--- src/verilog/main_irq_ctrl.sv ---
/* IRQ and NMI flip-flops set by falling edges from the graphics chip.
   dip_pause masks new edges, an acknowledge write clears both. */

`timescale 1ns/100ps

module main_irq_ctrl (
    input  logic clk,
    input  logic arst_n,
    input  logic gfx_irqn,
    input  logic gfx_nmin,
    input  logic dip_pause,
    input  logic irq_ack,
    output logic irq_n,
    output logic nmi_n
);

    // Bit 0 is IRQ, bit 1 is NMI
    logic [1:0] in_s1, in_s2, fall, pending;

    always_ff @(posedge clk or negedge arst_n) begin
        if (!arst_n) begin
            in_s1 <= 2'b11;
            in_s2 <= 2'b11;
        end else begin
            in_s1 <= {gfx_nmin, gfx_irqn};
            in_s2 <= in_s1;
        end
    end

    assign fall = in_s2 & ~in_s1 & {2{dip_pause}};

    always_ff @(posedge clk or negedge arst_n) begin
        if (!arst_n) begin
            pending <= 2'b00;
        end else if (irq_ack) begin
            // Acknowledge wins over an edge in the same cycle
            pending <= 2'b00;
        end else begin
            pending <= pending | fall;
        end
    end

    assign irq_n = ~pending[0];
    assign nmi_n = ~pending[1];

endmodule

--- config.mk ---
export PLATFORM = sky130hd
export DESIGN_NAME = main_irq_ctrl
export DESIGN_NICKNAME = d
export VERILOG_FILES = /design/src/verilog/main_irq_ctrl.sv
export SDC_FILE = /design/constraint.sdc
export NUM_CORES = 1
export LEC_CHECK = 0
export ABC_AREA = 0
export BUFFER_PORTS_ARGS = -buffer_cell sky130_fd_sc_hd__buf_2
export CAP_MARGIN = 15
export CORE_AREA = 2 2 39 41
export CTS_CLUSTER_SIZE = 10
export DETAILED_ROUTE_END_ITERATION = 7
export DIE_AREA = 0 0 41 43
export PLACE_DENSITY_LB_ADDON = 0.05
export SKIP_CTS_REPAIR_TIMING = 1
export SLEW_MARGIN = 30
export SYNTH_ARGS = -nofsm -noshare
export SYNTH_HDL_FRONTEND = slang
export SYNTH_SLANG_ARGS = --single-unit
--- constraint.sdc ---
create_clock -name clk -period 0.8 [get_ports clk]
set_input_delay 0.12 -clock clk [delete_from_list [all_inputs] [get_ports clk]]
set_output_delay 0.12 -clock clk [all_outputs]
set_load 0.02 [all_outputs]
==> results.cfg <==
[run_status]
status = complete, but fails checks
violations = setup timing

[power_and_ir_drop]
ir_worst_vdd_v = 0.000653
cellPowerDensity_nw_per_um2 = 2150
power_w = 0.000661
leakagePower_nw = 0.136

[clocking]
ctsHtreeMaxLevel = 1
clock_latency_ns = 0.24
clockBufferDepth = 2
clkSlewWorstSetupHoldPaths_ns = 0.04
cts_tree = yes
cts_buffers = 3
cts_sinks = 6
root_buffer = clkbuf_4

[run]
drv_cap = 0

[sta]
worst_slew_margin_rel_pct = 90.6
tightest_slew_ns = 0.141
skew_ns = 0.000120
max_freq_ghz = 1.13
rsz0062_at_grt = true
fin_ws_ns = -0.0869
fin_setup_tns_ns = -0.173
hold_viol_final = 0
slew_violations = 0
fin_crit_ns = 0.887
period_share_pct = 111
setup_viol = 2

[finish]
most-common-layout-cells = buf_2 (5), dfstp_2 (4), clkbuf_4 (3), dlygate4sd3_1 (3)
multiInputGateArea_um2 = 25.0
syn_to_final_growth_pct = 64.0
layout.nets = 33
stdcell_count = 41
drive_gt1_share_pct = 64.0
post-route-util_pct = 22.2
fillers = 150
diodes = 0
layout_commonest_cell = buf_2
ff_latch_area_um2 = 155
fin_area_um2 = 308

[yosys]
yosysTopAreaCell = dfstp_2
syn-num-nets = 18
syn_avg_cell_area_um2 = 15.6
synth-seq-cells = 6
synth.area.top_cells = dfstp_2 (56%), dfrtp_1 (27%), nand3b_1 (8.0%)
netlist_area_um2 = 188
synth_cell_type_count = 5
ys_seq_area_share_pct = 82.7
synthCells = 12
yosysWarnings = 0
synth_top_area_share_pct = 56.0

[critical_path]
path_cells = inv_2, buf_6
worst_setup_path_start_kind = register
arrival_ns = 0.77
cp_max_fo = 2
end_kind = output pin
cpPeakStageDelay_ns = 0.36
worstSetupPathType = reg2out
cp_slowest_cell = dfrtp_1
worstPathRequired_ns = 0.68

[global_routing]
overflow = 0
grt_usage_pct = 5.25
grt_pass1_wl_um = 496
grt_max_degree = 7
first_global_vias = 137
antenna_found_initial = 0

[drt]
drc = 0
wl_um = 334
vias_per_cell = 3.20
drt-wirelength-per-cell_um = 8.15
final_antenna_net_count = 0
dr.pass1.iters = 1
vias = 131
drtIter0Drc = 0

[floorplan]
die-area_um2 = 1760
io_pins = 8
start_util_pct = 13.6
rows = 14
core-area_um2 = 1380
die_w_um = 41
die_h_um = 43

[placement]
place_inst = 35
io_buffer_count = 7
gp_congestion = 0.536
place_area_um2 = 243

[hold_path]
hold_path_class = in2reg
==> cell usage after synthesis (all sizes together) <==
cell,number
a21oi,2
inv,2
dfstp,4
dfrtp,2
nand3b,2
==> registers in the layout, indices dropped and copies added (netlist names) <==
register and flops:
in_s2 2, in_s1 2, pending 2
==> cells by family (layout without fill, tap and decap cells) <==
family | after synthesis | in the layout | synth area share [%]
flip-flops | 6 | 6 | 82.7
AO/OA/AOI/OAI | 2 | 2 | 5.33
AND/OR/NAND/NOR | 2 | 2 | 8.00
buffers and inverters | 2 | 15 | 4.00
==> per-stage QoR <==
stage / hold WS (ns) / setup WS (ns)
after floorplan: -0.176 / 0.0250
after global placement: -0.0493 / 0.0120
after detailed placement: -0.0459 / 0.00623
after CTS: -0.309 / -0.149
after global routing: 0.0555 / -0.121
final: 0.0468 / -0.0869
==> where the power goes <==
part,switching (W),internal (W)
logic,0.0000250,0.0000330
registers,0.00000547,0.000328
clock network,0.000101,0.000169
total,0.000131,0.000530
==> layer usage <==
layer  vias to the layer above  global-route usage, %  part of all wire, %
li1                         65                      -                    -
met1                        57                   5.23                   40
met2                         7                   5.63                   46
met3                         2                   3.14                   12
met4                         0                   8.00                  1.8
met5                         -                      0                    0
==> area by class of cell <==
| class | instances | area share, % |
|---|---|---|
| Sequential cell | 6 | 50.4 |
| Inverter | 2 | 2.44 |
| Multi-Input combinational cell | 4 | 8.13 |
| Clock buffer | 3 | 7.32 |
| Tap cell | 16 | 6.50 |
| Timing Repair Buffer | 10 | 25.2 |
==> critical path: cells and delay by family, from the launching register on <==
kind     cells  cell delay [ns]
flops        1             0.36
buf+inv      2             0.17
==> final timing paths <==
path | from | end | slack, ns | cells after the start
worst max-delay path | pending[1] | nmi_n | -0.09 | 2
worst min-delay path | irq_ack | pending[0] | 0.05 | 2
worst max register to register | in_s1[1] | pending[1] | 0.01 | 2
worst min register to register | in_s1[0] | in_s2[0] | 0.36 | 0
max in group asynchronous | arst_n | in_s1[0] | 0.34 | 2
min in group asynchronous | arst_n | pending[1] | 0.24 | 2
No activity file was read; power rests on OpenSTA's default activity.
