[src/verilog/contra_pkg.sv]
/* Memory map, I/O offsets and shared bus types for the main CPU board glue.
   Every block refers to these by scoped name. */

package contra_pkg;

    localparam int RAM_AW = 12;
    localparam int ROM_AW = 18;

    // 4 KB pages selected by A[15:12]
    localparam logic [3:0] PAGE_IO      = 4'd0;
    localparam logic [3:0] PAGE_GFX1    = 4'd1;
    localparam logic [3:0] PAGE_GFX2    = 4'd2;
    localparam logic [3:0] PAGE_PAL     = 4'd3;
    localparam logic [3:0] PAGE_RAM     = 4'd4;
    localparam logic [3:0] PAGE_BANK_LO = 4'd6;

    // Read ports
    localparam logic [11:0] IO_SYS  = 12'h000;
    localparam logic [11:0] IO_JOY1 = 12'h001;
    localparam logic [11:0] IO_JOY2 = 12'h002;
    localparam logic [11:0] IO_DSWA = 12'h003;
    localparam logic [11:0] IO_DSWB = 12'h004;
    localparam logic [11:0] IO_DSWC = 12'h005;

    // Write ports
    localparam logic [11:0] IO_SND_LATCH = 12'h008;
    localparam logic [11:0] IO_SND_IRQ   = 12'h009;
    localparam logic [11:0] IO_VBANK     = 12'h00A;
    localparam logic [11:0] IO_PRIO      = 12'h00B;
    localparam logic [11:0] IO_IRQ_ACK   = 12'h00C;
    localparam logic [11:0] IO_ROM_BANK  = 12'h00D;

    localparam logic [7:0] OPEN_BUS = 8'hFF;

    typedef enum logic [2:0] {
        RGN_IO,
        RGN_GFX1,
        RGN_GFX2,
        RGN_PAL,
        RGN_RAM,
        RGN_ROM_BANK,
        RGN_ROM_FIXED,
        RGN_NONE
    } region_e;

    // Same 16 bits seen as a flat word or as page plus offset
    typedef union packed {
        logic [15:0] word;
        struct packed {
            logic [3:0]  page;
            logic [11:0] offset;
        } f;
    } bus_addr_u;

endpackage

[src/verilog/cpu_bus_if.sv]
/* One decoded bus access, driven by the decoder and read by the
   register block and the read multiplexer. */

`timescale 1ns/100ps

interface cpu_bus_if;

    contra_pkg::region_e   region;
    contra_pkg::bus_addr_u addr;
    logic                  wr_en;
    logic [7:0]            wdata;
    logic                  rd_active;

    // Decode stage drives everything
    modport dec (
        output region, addr, wr_en, wdata, rd_active
    );

    modport regs (
        input region, addr, wr_en, wdata
    );

    modport res (
        input region, rd_active
    );

endinterface

[src/verilog/main_decoder.sv]
/* Address decoder for the main CPU bus. Turns APB phases into region
   selects, chip selects, the ROM address and the write strobe. */

`timescale 1ns/100ps

module main_decoder (
    input  logic                               clk,
    input  logic                               arst_n,
    input  logic                               psel,
    input  logic                               penable,
    input  logic                               pwrite,
    input  contra_pkg::bus_addr_u              paddr,
    input  logic [7:0]                         pwdata,
    input  logic                               rom_ok,
    input  logic [4:0]                         rom_bank,
    cpu_bus_if.dec                             bus,
    output logic [contra_pkg::ROM_AW-1:0]      rom_addr,
    output logic                               rom_cs,
    output logic                               gfx1_cs,
    output logic                               gfx2_cs,
    output logic                               pal_cs,
    output logic                               cpu_rnw,
    output logic [7:0]                         cpu_dout
);

    contra_pkg::region_e region;
    logic setup, access, is_rom, rom_rd, done;
    logic rom_wait;

    always_comb begin
        case (paddr.f.page)
            contra_pkg::PAGE_IO:             region = contra_pkg::RGN_IO;
            contra_pkg::PAGE_GFX1:           region = contra_pkg::RGN_GFX1;
            contra_pkg::PAGE_GFX2:           region = contra_pkg::RGN_GFX2;
            contra_pkg::PAGE_PAL:            region = contra_pkg::RGN_PAL;
            contra_pkg::PAGE_RAM:            region = contra_pkg::RGN_RAM;
            contra_pkg::PAGE_BANK_LO,
            contra_pkg::PAGE_BANK_LO + 4'd1: region = contra_pkg::RGN_ROM_BANK;
            // Upper half is fixed ROM, page 5 is a hole
            default: region = paddr.f.page[3] ? contra_pkg::RGN_ROM_FIXED
                                              : contra_pkg::RGN_NONE;
        endcase
    end

    assign setup  = psel & ~penable;
    assign access = psel & penable;
    assign is_rom = (region == contra_pkg::RGN_ROM_BANK) ||
                    (region == contra_pkg::RGN_ROM_FIXED);
    assign rom_rd = is_rom & ~pwrite;

    // ROM reads wait for rom_ok, everything else ends in the first access cycle
    assign done = access & (~rom_rd | rom_ok);

    assign rom_addr = (region == contra_pkg::RGN_ROM_FIXED) ?
                      {3'b111, paddr.word[14:0]} :
                      {rom_bank, paddr.word[12:0]};

    // Selects are captured in setup and dropped once the access completes
    always_ff @(posedge clk or negedge arst_n) begin
        if (!arst_n) begin
            gfx1_cs  <= 1'b0;
            gfx2_cs  <= 1'b0;
            pal_cs   <= 1'b0;
            rom_wait <= 1'b0;
        end else if (setup) begin
            gfx1_cs  <= (region == contra_pkg::RGN_GFX1);
            gfx2_cs  <= (region == contra_pkg::RGN_GFX2);
            pal_cs   <= (region == contra_pkg::RGN_PAL);
            rom_wait <= rom_rd;
        end else if (done) begin
            gfx1_cs  <= 1'b0;
            gfx2_cs  <= 1'b0;
            pal_cs   <= 1'b0;
            rom_wait <= 1'b0;
        end
    end

    // Setup term lets the ROM fetch start one cycle early
    assign rom_cs = (setup & rom_rd) | rom_wait;

    assign cpu_rnw  = ~(psel & pwrite);
    assign cpu_dout = pwdata;

    assign bus.region    = region;
    assign bus.addr      = paddr;
    assign bus.wdata     = pwdata;
    assign bus.wr_en     = done & pwrite;
    assign bus.rd_active = access & ~pwrite;

endmodule

[src/flat_wrapper.sv]
// flat-port wrapper written by rule: the top's interface ports become plain ports
module main_decoder_flat 
  (clk, arst_n, psel, penable, pwrite, paddr, pwdata, rom_ok, rom_bank, rom_addr, rom_cs, gfx1_cs, gfx2_cs, pal_cs, cpu_rnw, cpu_dout, bus_region, bus_addr, bus_wr_en, bus_wdata, bus_rd_active);
  cpu_bus_if bus_i ();
  input  logic clk;
  input  logic arst_n;
  input  logic psel;
  input  logic penable;
  input  logic pwrite;
  input  contra_pkg::bus_addr_u paddr;
  input  logic [7:0] pwdata;
  input  logic rom_ok;
  input  logic [4:0] rom_bank;
  output logic [contra_pkg::ROM_AW-1:0] rom_addr;
  output logic rom_cs;
  output logic gfx1_cs;
  output logic gfx2_cs;
  output logic pal_cs;
  output logic cpu_rnw;
  output logic [7:0] cpu_dout;
  output wire logic [$bits(bus_i.region)-1:0] bus_region;
  output wire logic [$bits(bus_i.addr)-1:0] bus_addr;
  output wire logic [$bits(bus_i.wr_en)-1:0] bus_wr_en;
  output wire logic [$bits(bus_i.wdata)-1:0] bus_wdata;
  output wire logic [$bits(bus_i.rd_active)-1:0] bus_rd_active;
  assign bus_region = bus_i.region;
  assign bus_addr = bus_i.addr;
  assign bus_wr_en = bus_i.wr_en;
  assign bus_wdata = bus_i.wdata;
  assign bus_rd_active = bus_i.rd_active;
  main_decoder u_core (.clk(clk), .arst_n(arst_n), .psel(psel), .penable(penable), .pwrite(pwrite), .paddr(paddr), .pwdata(pwdata), .rom_ok(rom_ok), .rom_bank(rom_bank), .bus(bus_i), .rom_addr(rom_addr), .rom_cs(rom_cs), .gfx1_cs(gfx1_cs), .gfx2_cs(gfx2_cs), .pal_cs(pal_cs), .cpu_rnw(cpu_rnw), .cpu_dout(cpu_dout));
endmodule
[config.mk]
export PLATFORM = sky130hd
export DESIGN_NAME = main_decoder_flat
export DESIGN_NICKNAME = d
export VERILOG_FILES = /design/src/verilog/contra_pkg.sv /design/src/verilog/cpu_bus_if.sv /design/src/verilog/main_decoder.sv /design/src/flat_wrapper.sv
export SDC_FILE = /design/constraint.sdc
export NUM_CORES = 1
export LEC_CHECK = 0
export BUFFER_PORTS_ARGS = -buffer_cell sky130_fd_sc_hd__clkbuf_2
export CORE_MARGIN = 2
export CORE_UTILIZATION = 29
export CTS_CLUSTER_SIZE = 24
export DETAILED_ROUTE_END_ITERATION = 8
export PLACE_DENSITY = 0.91
export SLEW_MARGIN = 20
export SYNTH_ARGS = -nofsm -noshare
export SYNTH_HDL_FRONTEND = slang
export SYNTH_SLANG_ARGS = --single-unit
export TNS_END_PERCENT = 10
[constraint.sdc]
create_clock -name clk -period 0.9 [get_ports clk]
set_clock_uncertainty 0.05 [all_clocks]
set_input_delay 0.045 -clock clk [delete_from_list [all_inputs] [get_ports clk]]
set_output_delay 0.045 -clock clk [all_outputs]
set_load 0.02 [all_outputs]
==> impl_metrics.env <==
export IMPL_synth_distinct_cells=21
export IMPL_netlist_area_sq_um=651.9
export IMPL_path_buf_inv=2
export IMPL_initial_core_util_pct=30.05
export IMPL_worstRegToRegCells=4
export IMPL_tightestPinTransition_ns=0.3360
export IMPL_drive_gt1_share_pct=65.88
export IMPL_grt_pass1_vias=480
export IMPL_synth_area_leader_cell="buf_4"
export IMPL_cp_end_kind="output port"
export IMPL_slew_viol_final=0
export IMPL_drt_pass1_iter_count=1
export IMPL_postRouteAntennaNets=0
export IMPL_worstSetupPathType="flop to output port"
export IMPL_gp_congestion=0.6580
export IMPL_yosys_warnings=0
export IMPL_synth_top_area_share_pct=51.82
export IMPL_leakage_nw=0.3427
export IMPL_vdd_drop_max_uv=482.1
export IMPL_synth_most_common_cell="buf_4"
export IMPL_slew_headroom_pct=77.60
export IMPL_routed_wirelength_mm=1.122
export IMPL_critPathMaxStageDelay_ns=0.38
export IMPL_clkSlewWorstSetupHoldPaths_ns=0.04
export IMPL_die_area_sq_mm=0.002643
export IMPL_synth_top_family_by_area="buffers and inverters"
export IMPL_wl_per_cell_um=9.929
export IMPL_synth_simple_area_share_pct=11.71
export IMPL_dp_hpwl_um=937.4
export IMPL_rsz0062_at_grt="true"
export IMPL_min_delay_path_depth=0
export IMPL_cp_slowest_cell="dfrtp_1"
export IMPL_period_share_pct=109.2
export IMPL_max_freq_mhz=1017
export IMPL_outcome="complete, but fails checks"
export IMPL_finalHoldViolCount=0
export IMPL_cts_tree="built"
export IMPL_arrival_ns=0.89
export IMPL_setup_viol=2
export IMPL_timing_rr_end="u_core.rom_wait"
export IMPL_power_density_mw_per_mm2=1092
export IMPL_cts_root_buf="clkbuf_4"
export IMPL_ys_flop_type="dfrtp_1"
export IMPL_cap_violations=0
export IMPL_antenna_cells=0
export IMPL_drc=0
export IMPL_rows=17
export IMPL_synthAdderAreaFrac_pct=0
export IMPL_power_w=0.0006885
export IMPL_final_nets=122
export IMPL_cp_required_ns=0.81
export IMPL_synthTopCellsByCount="buf_4 (45), inv_1 (7), dfrtp_1 (4), or2_2 (4)"
export IMPL_cp_max_fo=2
export IMPL_setup_ws_ns=-0.08305
export IMPL_pre_cts_ws_ns=-0.04871
export IMPL_die_height_um=51.41
export IMPL_io_pins=95
export IMPL_violations="negative setup slack"
export IMPL_hold_class="input port to output port"
export IMPL_clock_path_buffers=2
export IMPL_async_reset_ff_share_pct=100.0
export IMPL_numCtsBuffers=3
export IMPL_syn_num_nets=119
export IMPL_vias_per_cell=4.257
export IMPL_overflow=0
export IMPL_cts_htree_levels=1
export IMPL_yosysSeqAreaShare_pct=15.36
export IMPL_drt_iter0_drc=0
export IMPL_routed_via_count=481
export IMPL_synth_edff_count=0
export IMPL_portBuffers=34
export IMPL_clkLatencyLatePin_ns=0.23
export IMPL_hold_end="bus_addr[1]"
export IMPL_synth_area_top_cells="buf_4 (52%), dfrtp_1 (15%), inv_1 (4.0%)"
export IMPL_synth_compound_area_share_pct=11.90
export IMPL_final_min_clock_period_ns=0.9831
export IMPL_reg2reg_from="u_core.rom_wait"
export IMPL_avgSynthCellArea_sq_um=7.760
export IMPL_synth_seq_cells=4
export IMPL_placed_area_sq_um=575.6
export IMPL_grt_max_degree=9
export IMPL_critical_path_top_delay_family="flip-flops"
export IMPL_numClockSinks=4
export IMPL_synthCells=84
export IMPL_grt_pass1_wl_mm=1.821
export IMPL_synthMuxAreaShare_pct=3.455
export IMPL_die_w_um=51.41
export IMPL_cp_cell_sequence="inv_2, o41ai_2, buf_4"
export IMPL_design_area_sq_um=630.6
export IMPL_crit_path_start_kind="flop"
export IMPL_track_usage_pct=9.185
export IMPL_synth_xor_area_share_pct=0
export IMPL_antenna_found_initial=0
export IMPL_core_sq_mm=0.002170
export IMPL_rrSetupSlack_ns=-0.03
export IMPL_syn2layout_area_growth_pct=-3.263
export IMPL_hp_start="paddr[1]"
worst register-to-register path: cells and delay by family (launching register included):
family	cells	cell delay (ns)
AOI/OAI and AO/OA	2	0.23
buffers and inverters	2	0.16
DFF	1	0.38
flip-flops by register name, summed over array words and instances, names as in the netlist:
signal           count
u_core.gfx1_cs       1
u_core.pal_cs        1
u_core.gfx2_cs       1
u_core.rom_wait      1
per-layer routing:
metal / part of all wire (%) / routed length (um) / vias to the layer above / GRT usage [%]
met5: 0 / 0 / - / 0
met4: 3.6 / 40 / 0 / 8.333
met3: 16 / 174 / 11 / 3.801
met2: 40 / 452 / 43 / 14.10
met1: 41 / 455 / 199 / 9.397
li1: - / - / 228 / -
stage by stage:
step	setup TNS [ns]	util, %	cells	hold WS (ns)
after floorplan	-0.02433	-	84	-0.3006
after global routing	-0.1942	29.07	113	0.04005
final	-0.1176	29.07	113	0.04001
after global placement	-0.1509	26.53	108	-0.1956
after CTS	-0.1424	28.78	113	0.04020
after detailed placement	-0.1222	26.53	108	-0.1935
how the worst max path moves through the flow:
stage	cells after the start	slack, ns	to	startpoint
after floorplan	4	-0.02	u_core.gfx2_cs	paddr[15]
after global placement	5	-0.06	u_core.gfx2_cs	paddr[15]
after detailed placement	4	-0.05	u_core.gfx2_cs	penable
after CTS	3	-0.11	rom_cs	u_core.rom_wait
after global routing	3	-0.13	rom_cs	u_core.rom_wait
final	3	-0.08	rom_cs	u_core.rom_wait
cells by family after synthesis:
family	count (synthesis)
simple gates	14
compound gates	11
buf+inv	53
mux	2
flops	4
final cells by class:
type	instances	area (sq um)
inverter	7	26.28
timing repair buffer	44	256.5
fill	243	1539
sequential	4	100.1
multi-input combinational	27	190.2
tap	28	35.03
clock buffer	3	22.52
placed cells by master, fill, tap and decap left out, types with 3 or more instances in the layout:
master    Yosys  routed
nand2_1       3       3
a21oi_1       3       3
clkbuf_4      0       3
clkbuf_2      0      31
or2_2         4       4
inv_1         7       6
buf_4        45      10
dfrtp_1       4       4
where the power goes:
group | switching [W] | internal [W]
Sequential | 0.00000463 | 0.000188
Clock | 0.0000695 | 0.000149
Combinational | 0.000151 | 0.000125
Total | 0.000226 | 0.000463
timing repair:
action                     in CTS  in global routing
setup buffers                   1                  0
setup endpoints to repair       1                  4
hold endpoints to repair        4                  0
resized for setup               3                  5
pin swaps                       1                  0
hold buffers                    1                  0
(Power assumes the default switching activity.)
