## config.mk

```make
export PLATFORM = sky130hd
export DESIGN_NAME = main_rdmux_flat
export DESIGN_NICKNAME = d
export VERILOG_FILES = /design/src/verilog/contra_pkg.sv /design/src/verilog/cpu_bus_if.sv /design/src/verilog/main_rdmux.sv /design/src/flat_wrapper.sv
export SDC_FILE = /design/constraint.sdc
export NUM_CORES = 1
export LEC_CHECK = 0
export ABC_AREA = 1
export BUFFER_PORTS_ARGS = -buffer_cell sky130_fd_sc_hd__buf_2
export CAP_MARGIN = 30
export CORE_MARGIN = 4
export CORE_UTILIZATION = 33
export DETAILED_ROUTE_END_ITERATION = 7
export PLACE_DENSITY = 0.8
export SYNTH_ARGS = -nofsm -noshare
export SYNTH_HDL_FRONTEND = slang
export SYNTH_SLANG_ARGS = --single-unit
```

## constraint.sdc

```tcl
create_clock -name vclk -period 0.8
set_input_delay 0.08 -clock vclk [all_inputs]
set_output_delay 0.08 -clock vclk [all_outputs]
set_load 0.1 [all_outputs]
```

## src/verilog/contra_pkg.sv

```systemverilog
/* Memory map, I/O offsets and shared bus types for the main CPU board glue.
   Every block refers to these by scoped name. */

package contra_pkg;

    localparam int RAM_AW = 12;
    localparam int ROM_AW = 18;

    // 4 KB pages selected by A[15:12]
    localparam logic [3:0] PAGE_IO      = 4'd0;
    localparam logic [3:0] PAGE_GFX1    = 4'd1;
    localparam logic [3:0] PAGE_GFX2    = 4'd2;
    localparam logic [3:0] PAGE_PAL     = 4'd3;
    localparam logic [3:0] PAGE_RAM     = 4'd4;
    localparam logic [3:0] PAGE_BANK_LO = 4'd6;

    // Read ports
    localparam logic [11:0] IO_SYS  = 12'h000;
    localparam logic [11:0] IO_JOY1 = 12'h001;
    localparam logic [11:0] IO_JOY2 = 12'h002;
    localparam logic [11:0] IO_DSWA = 12'h003;
    localparam logic [11:0] IO_DSWB = 12'h004;
    localparam logic [11:0] IO_DSWC = 12'h005;

    // Write ports
    localparam logic [11:0] IO_SND_LATCH = 12'h008;
    localparam logic [11:0] IO_SND_IRQ   = 12'h009;
    localparam logic [11:0] IO_VBANK     = 12'h00A;
    localparam logic [11:0] IO_PRIO      = 12'h00B;
    localparam logic [11:0] IO_IRQ_ACK   = 12'h00C;
    localparam logic [11:0] IO_ROM_BANK  = 12'h00D;

    localparam logic [7:0] OPEN_BUS = 8'hFF;

    typedef enum logic [2:0] {
        RGN_IO,
        RGN_GFX1,
        RGN_GFX2,
        RGN_PAL,
        RGN_RAM,
        RGN_ROM_BANK,
        RGN_ROM_FIXED,
        RGN_NONE
    } region_e;

    // Same 16 bits seen as a flat word or as page plus offset
    typedef union packed {
        logic [15:0] word;
        struct packed {
            logic [3:0]  page;
            logic [11:0] offset;
        } f;
    } bus_addr_u;

endpackage

```

## src/verilog/cpu_bus_if.sv

```systemverilog
/* One decoded bus access, driven by the decoder and read by the
   register block and the read multiplexer. */

`timescale 1ns/100ps

interface cpu_bus_if;

    contra_pkg::region_e   region;
    contra_pkg::bus_addr_u addr;
    logic                  wr_en;
    logic [7:0]            wdata;
    logic                  rd_active;

    // Decode stage drives everything
    modport dec (
        output region, addr, wr_en, wdata, rd_active
    );

    modport regs (
        input region, addr, wr_en, wdata
    );

    modport res (
        input region, rd_active
    );

endinterface

```

## src/verilog/main_rdmux.sv

```systemverilog
/* Read data multiplexer and APB response. Picks the data source by
   region and holds pready low on ROM reads until rom_ok. */

`timescale 1ns/100ps

module main_rdmux (
    cpu_bus_if.res      bus,
    input  logic [7:0]  io_rdata,
    input  logic [7:0]  ram_rdata,
    input  logic [7:0]  gfx1_dout,
    input  logic [7:0]  gfx2_dout,
    input  logic [7:0]  pal_dout,
    input  logic [7:0]  rom_data,
    input  logic        rom_ok,
    input  logic        penable,
    input  logic        psel,
    output logic [7:0]  prdata,
    output logic        pready,
    output logic        pslverr
);

    logic access, is_rom, rom_rd, bad_access;

    assign access = psel & penable;
    assign is_rom = (bus.region == contra_pkg::RGN_ROM_BANK) ||
                    (bus.region == contra_pkg::RGN_ROM_FIXED);
    assign rom_rd = is_rom & bus.rd_active;

    always_comb begin
        case (bus.region)
            contra_pkg::RGN_IO:        prdata = io_rdata;
            contra_pkg::RGN_GFX1:      prdata = gfx1_dout;
            contra_pkg::RGN_GFX2:      prdata = gfx2_dout;
            contra_pkg::RGN_PAL:       prdata = pal_dout;
            contra_pkg::RGN_RAM:       prdata = ram_rdata;
            contra_pkg::RGN_ROM_BANK,
            contra_pkg::RGN_ROM_FIXED: prdata = rom_data;
            default:                   prdata = contra_pkg::OPEN_BUS;
        endcase
    end

    // Wait states only on ROM fetches
    assign pready = access & (~rom_rd | rom_ok);

    // ROM writes and the unmapped page are flagged
    assign bad_access = (bus.region == contra_pkg::RGN_NONE) ||
                        (is_rom & ~bus.rd_active);
    assign pslverr = pready & bad_access;

endmodule

```

## src/flat_wrapper.sv

```systemverilog
// flat-port wrapper written by rule: the top's interface ports become plain ports
module main_rdmux_flat 
  (io_rdata, ram_rdata, gfx1_dout, gfx2_dout, pal_dout, rom_data, rom_ok, penable, psel, prdata, pready, pslverr, bus_region, bus_rd_active);
  cpu_bus_if bus_i ();
  input  logic [7:0] io_rdata;
  input  logic [7:0] ram_rdata;
  input  logic [7:0] gfx1_dout;
  input  logic [7:0] gfx2_dout;
  input  logic [7:0] pal_dout;
  input  logic [7:0] rom_data;
  input  logic rom_ok;
  input  logic penable;
  input  logic psel;
  output logic [7:0] prdata;
  output logic pready;
  output logic pslverr;
  input wire logic [$bits(bus_i.region)-1:0] bus_region;
  input wire logic [$bits(bus_i.rd_active)-1:0] bus_rd_active;
  assign bus_i.region = bus_region;
  assign bus_i.rd_active = bus_rd_active;
  main_rdmux u_core (.bus(bus_i), .io_rdata(io_rdata), .ram_rdata(ram_rdata), .gfx1_dout(gfx1_dout), .gfx2_dout(gfx2_dout), .pal_dout(pal_dout), .rom_data(rom_data), .rom_ok(rom_ok), .penable(penable), .psel(psel), .prdata(prdata), .pready(pready), .pslverr(pslverr));
endmodule
```

==> results of run 1 <==
[power by group]
part / switching (W) / leakage, nW / internal [W] / total (W)
Sequential: 0 / 0 / 0 / 0
Combinational: 0.000885 / 0.820 / 0.000553 / 0.00144
Clock: 0 / 0 / 0 / 0
[cell type report]
type | count | area (um2) | area share
Multi-Input combinational cell | 105 | 778.2 | 0.4944
Timing Repair Buffer | 82 | 673.1 | 0.4277
Inverter | 18 | 91.34 | 0.05803
Tap cell | 25 | 31.28 | 0.01987
[logic make-up (layout without fill, tap and decap cells)]
kind of cell / after synthesis / in the layout / share of synthesized area
buffers and inverters: 25 / 100 / 0.1934
AND/OR/NAND/NOR: 99 / 99 / 0.7531
AO/OA/AOI/OAI: 6 / 6 / 0.05350
[final timing paths]
path / end / from / cells after the start / slack [ns]
max: prdata[2] / bus_region[1] / 8 / -0.34
min: prdata[4] / pal_dout[4] / 6 / 0.63
[layer usage]
metal / wire (um) / share of wire / track usage / up-vias
li1: - / - / - / 581
met5: 0 / 0 / 0 / -
met3: 417 / 0.094 / 0.02041 / 39
met2: 2230 / 0.50 / 0.4764 / 133
met1: 1505 / 0.34 / 0.2899 / 597
met4: 305 / 0.068 / 0.1031 / 0
[cell usage after synthesis (all sizes together)]
cell,count,area (um2)
buf,7,50.04
inv,18,67.56
nand2,38,152.6
nand3,16,85.08
nand3b,1,7.510
nand4,18,112.6
nor2,26,100.1
o21ai,5,25.02
o21bai,1,7.510
[metrics by stage]
stage	instance area, um2	std cells	utilization	setup WS [ns]
6_report	1574	230	0.9018	-0.3364
3_3_place_gp	1303	227	0.7462	-0.3594
2_1_floorplan	784.5	130	-	-0.3234
4_1_cts	1439	230	0.8244	-0.2045
3_5_place_dp	1303	227	0.7462	-0.4280
5_1_grt	1574	230	0.9018	-0.3824
[timing repair]
item	4_1_cts	5_1_grt
hold buffers	0	0
pin swaps	15	19
endpoints found under the setup margin	10	10
setup buffers	3	0
resized for setup	36	34
==> results.yml, run 1 <==
status:
  status: "finished with violations"
  violations: "setup timing"
grt:
  grt_use_total: 0.2539
  overflow: 0
  grt_pass1_vias: 1201
  grt_pass1_wl_um: 5264
  antenna_found_initial: 0
  grt_start_max_net_pins: 26
timing:
  rsz0062_at_grt: "yes"
  timing.final.crit_share: 1.421
  slew_violations: 0
  finalSetupViolCount: 10
  fmax_mhz: 879.9
  period_minus_slack_ns: 1.136
  hold_ws_ns: 0.6326
  tightest_slew_ns: 0.2094
  relSlewSlack: 0.8599
  finalSetupTns_ns: -2.618
  setup_ws_ns: -0.3364
  hold_violations: 0
cells_and_area:
  clkbuf_count: 0
  final_common_cell: "buf_2"
  area_growth_pct: 158.8
  num-nets-final: 262
  seq_cell_count: 0
  layout_common_cells: "buf_2 (52), nand4_1 (18), nand2_1 (16)"
  ff_latch_area_um2: 0
  num-fill-cells: 66
  drive_above_1_share: 0.7122
  n_antenna_cell: 0
yosys:
  synthCells: 130
  synth_area_um2: 608.1
  syn_nets: 185
  ys_types: 15
  yosysWarnings: 0
  syn_area_per_cell_um2: 4.678
  yosysSeqAreaShare: 0
worst_setup_path:
  cp_common_cell: "buf_12"
  crit_buf_inv: 4
  cp_top_family: "buffers and inverters"
  cp.required_ns: 0.72
  path_cells: "buf_12 > inv_6 > buf_4 > nand3_1 > nor2_1 > nor2_2 > nand2_4 > buf_12"
  crit_type: "primary input to output port"
  critical_path.max_fanout: 8
  worstSetupStartpointType: "primary input"
  worst_ep_arrival_time_ns: 1.06
  slowest_delay_ns: 0.20
  slowest_stage: "nor2_1"
  end_kind: "output port"
routing:
  vias_per_cell: 5.870
  drt_first_iter_violations: 75
  route.antenna.remaining_nets: 0
  drc: 0
  wl_um: 4459
  drt-pass1-iter-count: 4
  via_count: 1350
  routedWlPerCell_um: 19.39
hold_path:
  min_path_type: "primary input to output port"
place:
  io_buffers: 65
  dp_hpwl_um: 2202
  gp_congestion: 0.7666
floorplanning:
  core_um2: 1745
  die_area_um2: 2593
  fp.dieW_um: 50.93
  rows: 15
  ioPinCount: 65
  fp.dieH_um: 50.93
  initial_utilization: 0.3484
pwr:
  power_density_nw_per_um2: 913.6
  finalPower_w: 0.001438
  irDropWorstVdd_uv: 686.0
  p_leak_nw: 0.8203
job:
  max_cap_violations: 0
No activity file was read; power rests on OpenSTA's default activity.
==> run 2: changes to the inputs <==
CORE_MARGIN = default   (was 4)
==> run 2 against run 1 <==
  * Sequential share of layout area stayed put
  * Largest cell class unchanged
  * Maximum frequency is essentially flat
  * Sequential cell count unchanged
  * Clock-buffer cell count unchanged
  * The run still ends with setup timing left
==> results.yml, run 2 (synthesis gave the netlist of run 1 again) <==
status:
  status: "finished with violations"
  violations: "setup timing"
cells_and_area:
  clkbuf_count: 0
  n_antenna_cell: 0
  layout_common_cells: "buf_2 (52), nand2_1 (21), nand4_1 (18)"
  num-fill-cells: 86
  fin_area_um2: 1534
  drive_above_1_share: 0.6814
  num-nets-final: 261
  area_growth_pct: 152.3
  seq_cell_count: 0
  final_common_cell: "buf_2"
  ff_latch_area_um2: 0
floorplanning:
  ioPinCount: 65
  fp.dieH_um: 44.93
  core_um2: 1727
  fp.dieW_um: 44.93
  die_area_um2: 2018
  rows: 15
  initial_utilization: 0.3522
timing:
  period_minus_slack_ns: 1.137
  fmax_mhz: 879.8
  setup_ws_ns: -0.3366
  timing.final.crit_share: 1.421
  finalSetupViolCount: 10
  tightest_slew_ns: 0.2026
  rsz0062_at_grt: "yes"
  slew_violations: 0
  finalSetupTns_ns: -2.920
  relSlewSlack: 0.8653
  hold_violations: 0
hold_path:
  whs_path_depth: 6
  hold_start: "pal_dout[4]"
  min_path_type: "primary input to output port"
  min_to: "prdata[4]"
pwr:
  power_density_nw_per_um2: 903.7
  power_switching_w: 0.0008436
  seqPwrFrac: 0
  netSwitchingFraction: 0.6086
  share_comb_of_total_power: 1.000
  internal_power_w: 0.0005426
  clkPwrFrac: 0
  p_leak_nw: 0.8192
  irDropWorstVdd_uv: 761.7
worst_setup_path:
  crit_type: "primary input to output port"
  worst_ep_arrival_time_ns: 1.06
  worstSetupStartpointType: "primary input"
  critical_path.max_fanout: 6
  cp.required_ns: 0.72
  end_kind: "output port"
grt:
  grt_pass1_vias: 1028
  antenna_found_initial: 0
  grt_start_max_net_pins: 26
  grt_use_total: 0.2826
  overflow: 0
  grt_pass1_wl_um: 4395
place:
  gp_congestion: 0.8655
  dp_hpwl_um: 2069
  placed_cell_area_um2: 1308
  io_buffers: 65
  dp_slack_ns: -0.4523
clock_tree:
  cts_hold_buf: 0
routing:
  drt_first_iter_violations: 36
  via_count: 1242
  route.antenna.remaining_nets: 0
  drc: 0
  wl_um: 3292
  routedWlPerCell_um: 14.38
  vias_per_cell: 5.424
  drt-pass1-iter-count: 4
job:
  max_cap_violations: 0
run 2: cell types whose count changed in the layout (fill, tap and decap cells not counted), sizes merged:
cell / before / now
buf: 82 / 81
run 2: worst max path at each step:
stage                              from  cells past startpoint   endpoint
after floorplan           bus_region[0]                      5     pready
after global placement    bus_region[1]                      8  prdata[5]
after detailed placement  bus_region[1]                      8  prdata[5]
after CTS                 bus_region[1]                      9  prdata[1]
after global routing      bus_region[1]                      9  prdata[6]
final                     bus_region[1]                      9  prdata[6]
run 2: what timing repair did:
action                     in CTS  in global routing
buffers inserted                3                  0
cloned                          0                  0
pin swaps                      17                 19
setup endpoints to repair      10                 10
gates resized for setup        25                 32
run 2: per-layer routing:
| metal | routed length, um | track usage |
|---|---|---|
| met1 | 1137 | 0.3349 |
| met2 | 1815 | 0.5681 |
| met3 | 294 | 0.008000 |
| met4 | 46 | 0.03030 |
| met5 | 0 | 0 |
run 2: worst max-delay path: stages:
cell,delay (ns)
buf_12,0.11
buf_12,0.12
nor2_4,0.13
buf_6,0.15
nand3_1,0.09
nand2_1,0.10
nor2_2,0.05
nand2_4,0.06
buf_12,0.16
run 2: power groups by stage:
| stage | clock, W | combinational (W) | sequential (W) |
|---|---|---|---|
| finish | 0 | 0.00139 | 0 |
| CTS | 0 | 0.00130 | 0 |
| detailed placement | 0 | 0.00124 | 0 |
| floorplan | 0 | 0.000780 | 0 |
| global route | 0 | 0.00144 | 0 |
| global placement | 0 | 0.00121 | 0 |
run 2: stage by stage:
step            power, W  std cells  utilization  hold WS, ns
6_report        0.001386        229       0.8884       0.6272
3_5_place_dp    0.001236        226       0.7572       0.6218
5_1_grt         0.001440        229       0.8884       0.6559
2_1_floorplan  0.0007801        130            -       0.4575
3_3_place_gp    0.001214        226       0.7572       0.6187
4_1_cts         0.001296        229       0.8203       0.6093
run 2: area by class of cell:
type | count | area, um2 | area share
Inverter | 18 | 81.33 | 0.05302
Multi-Input combinational cell | 105 | 754.5 | 0.4918
Tap cell | 25 | 31.28 | 0.02039
Timing Repair Buffer | 81 | 666.9 | 0.4347
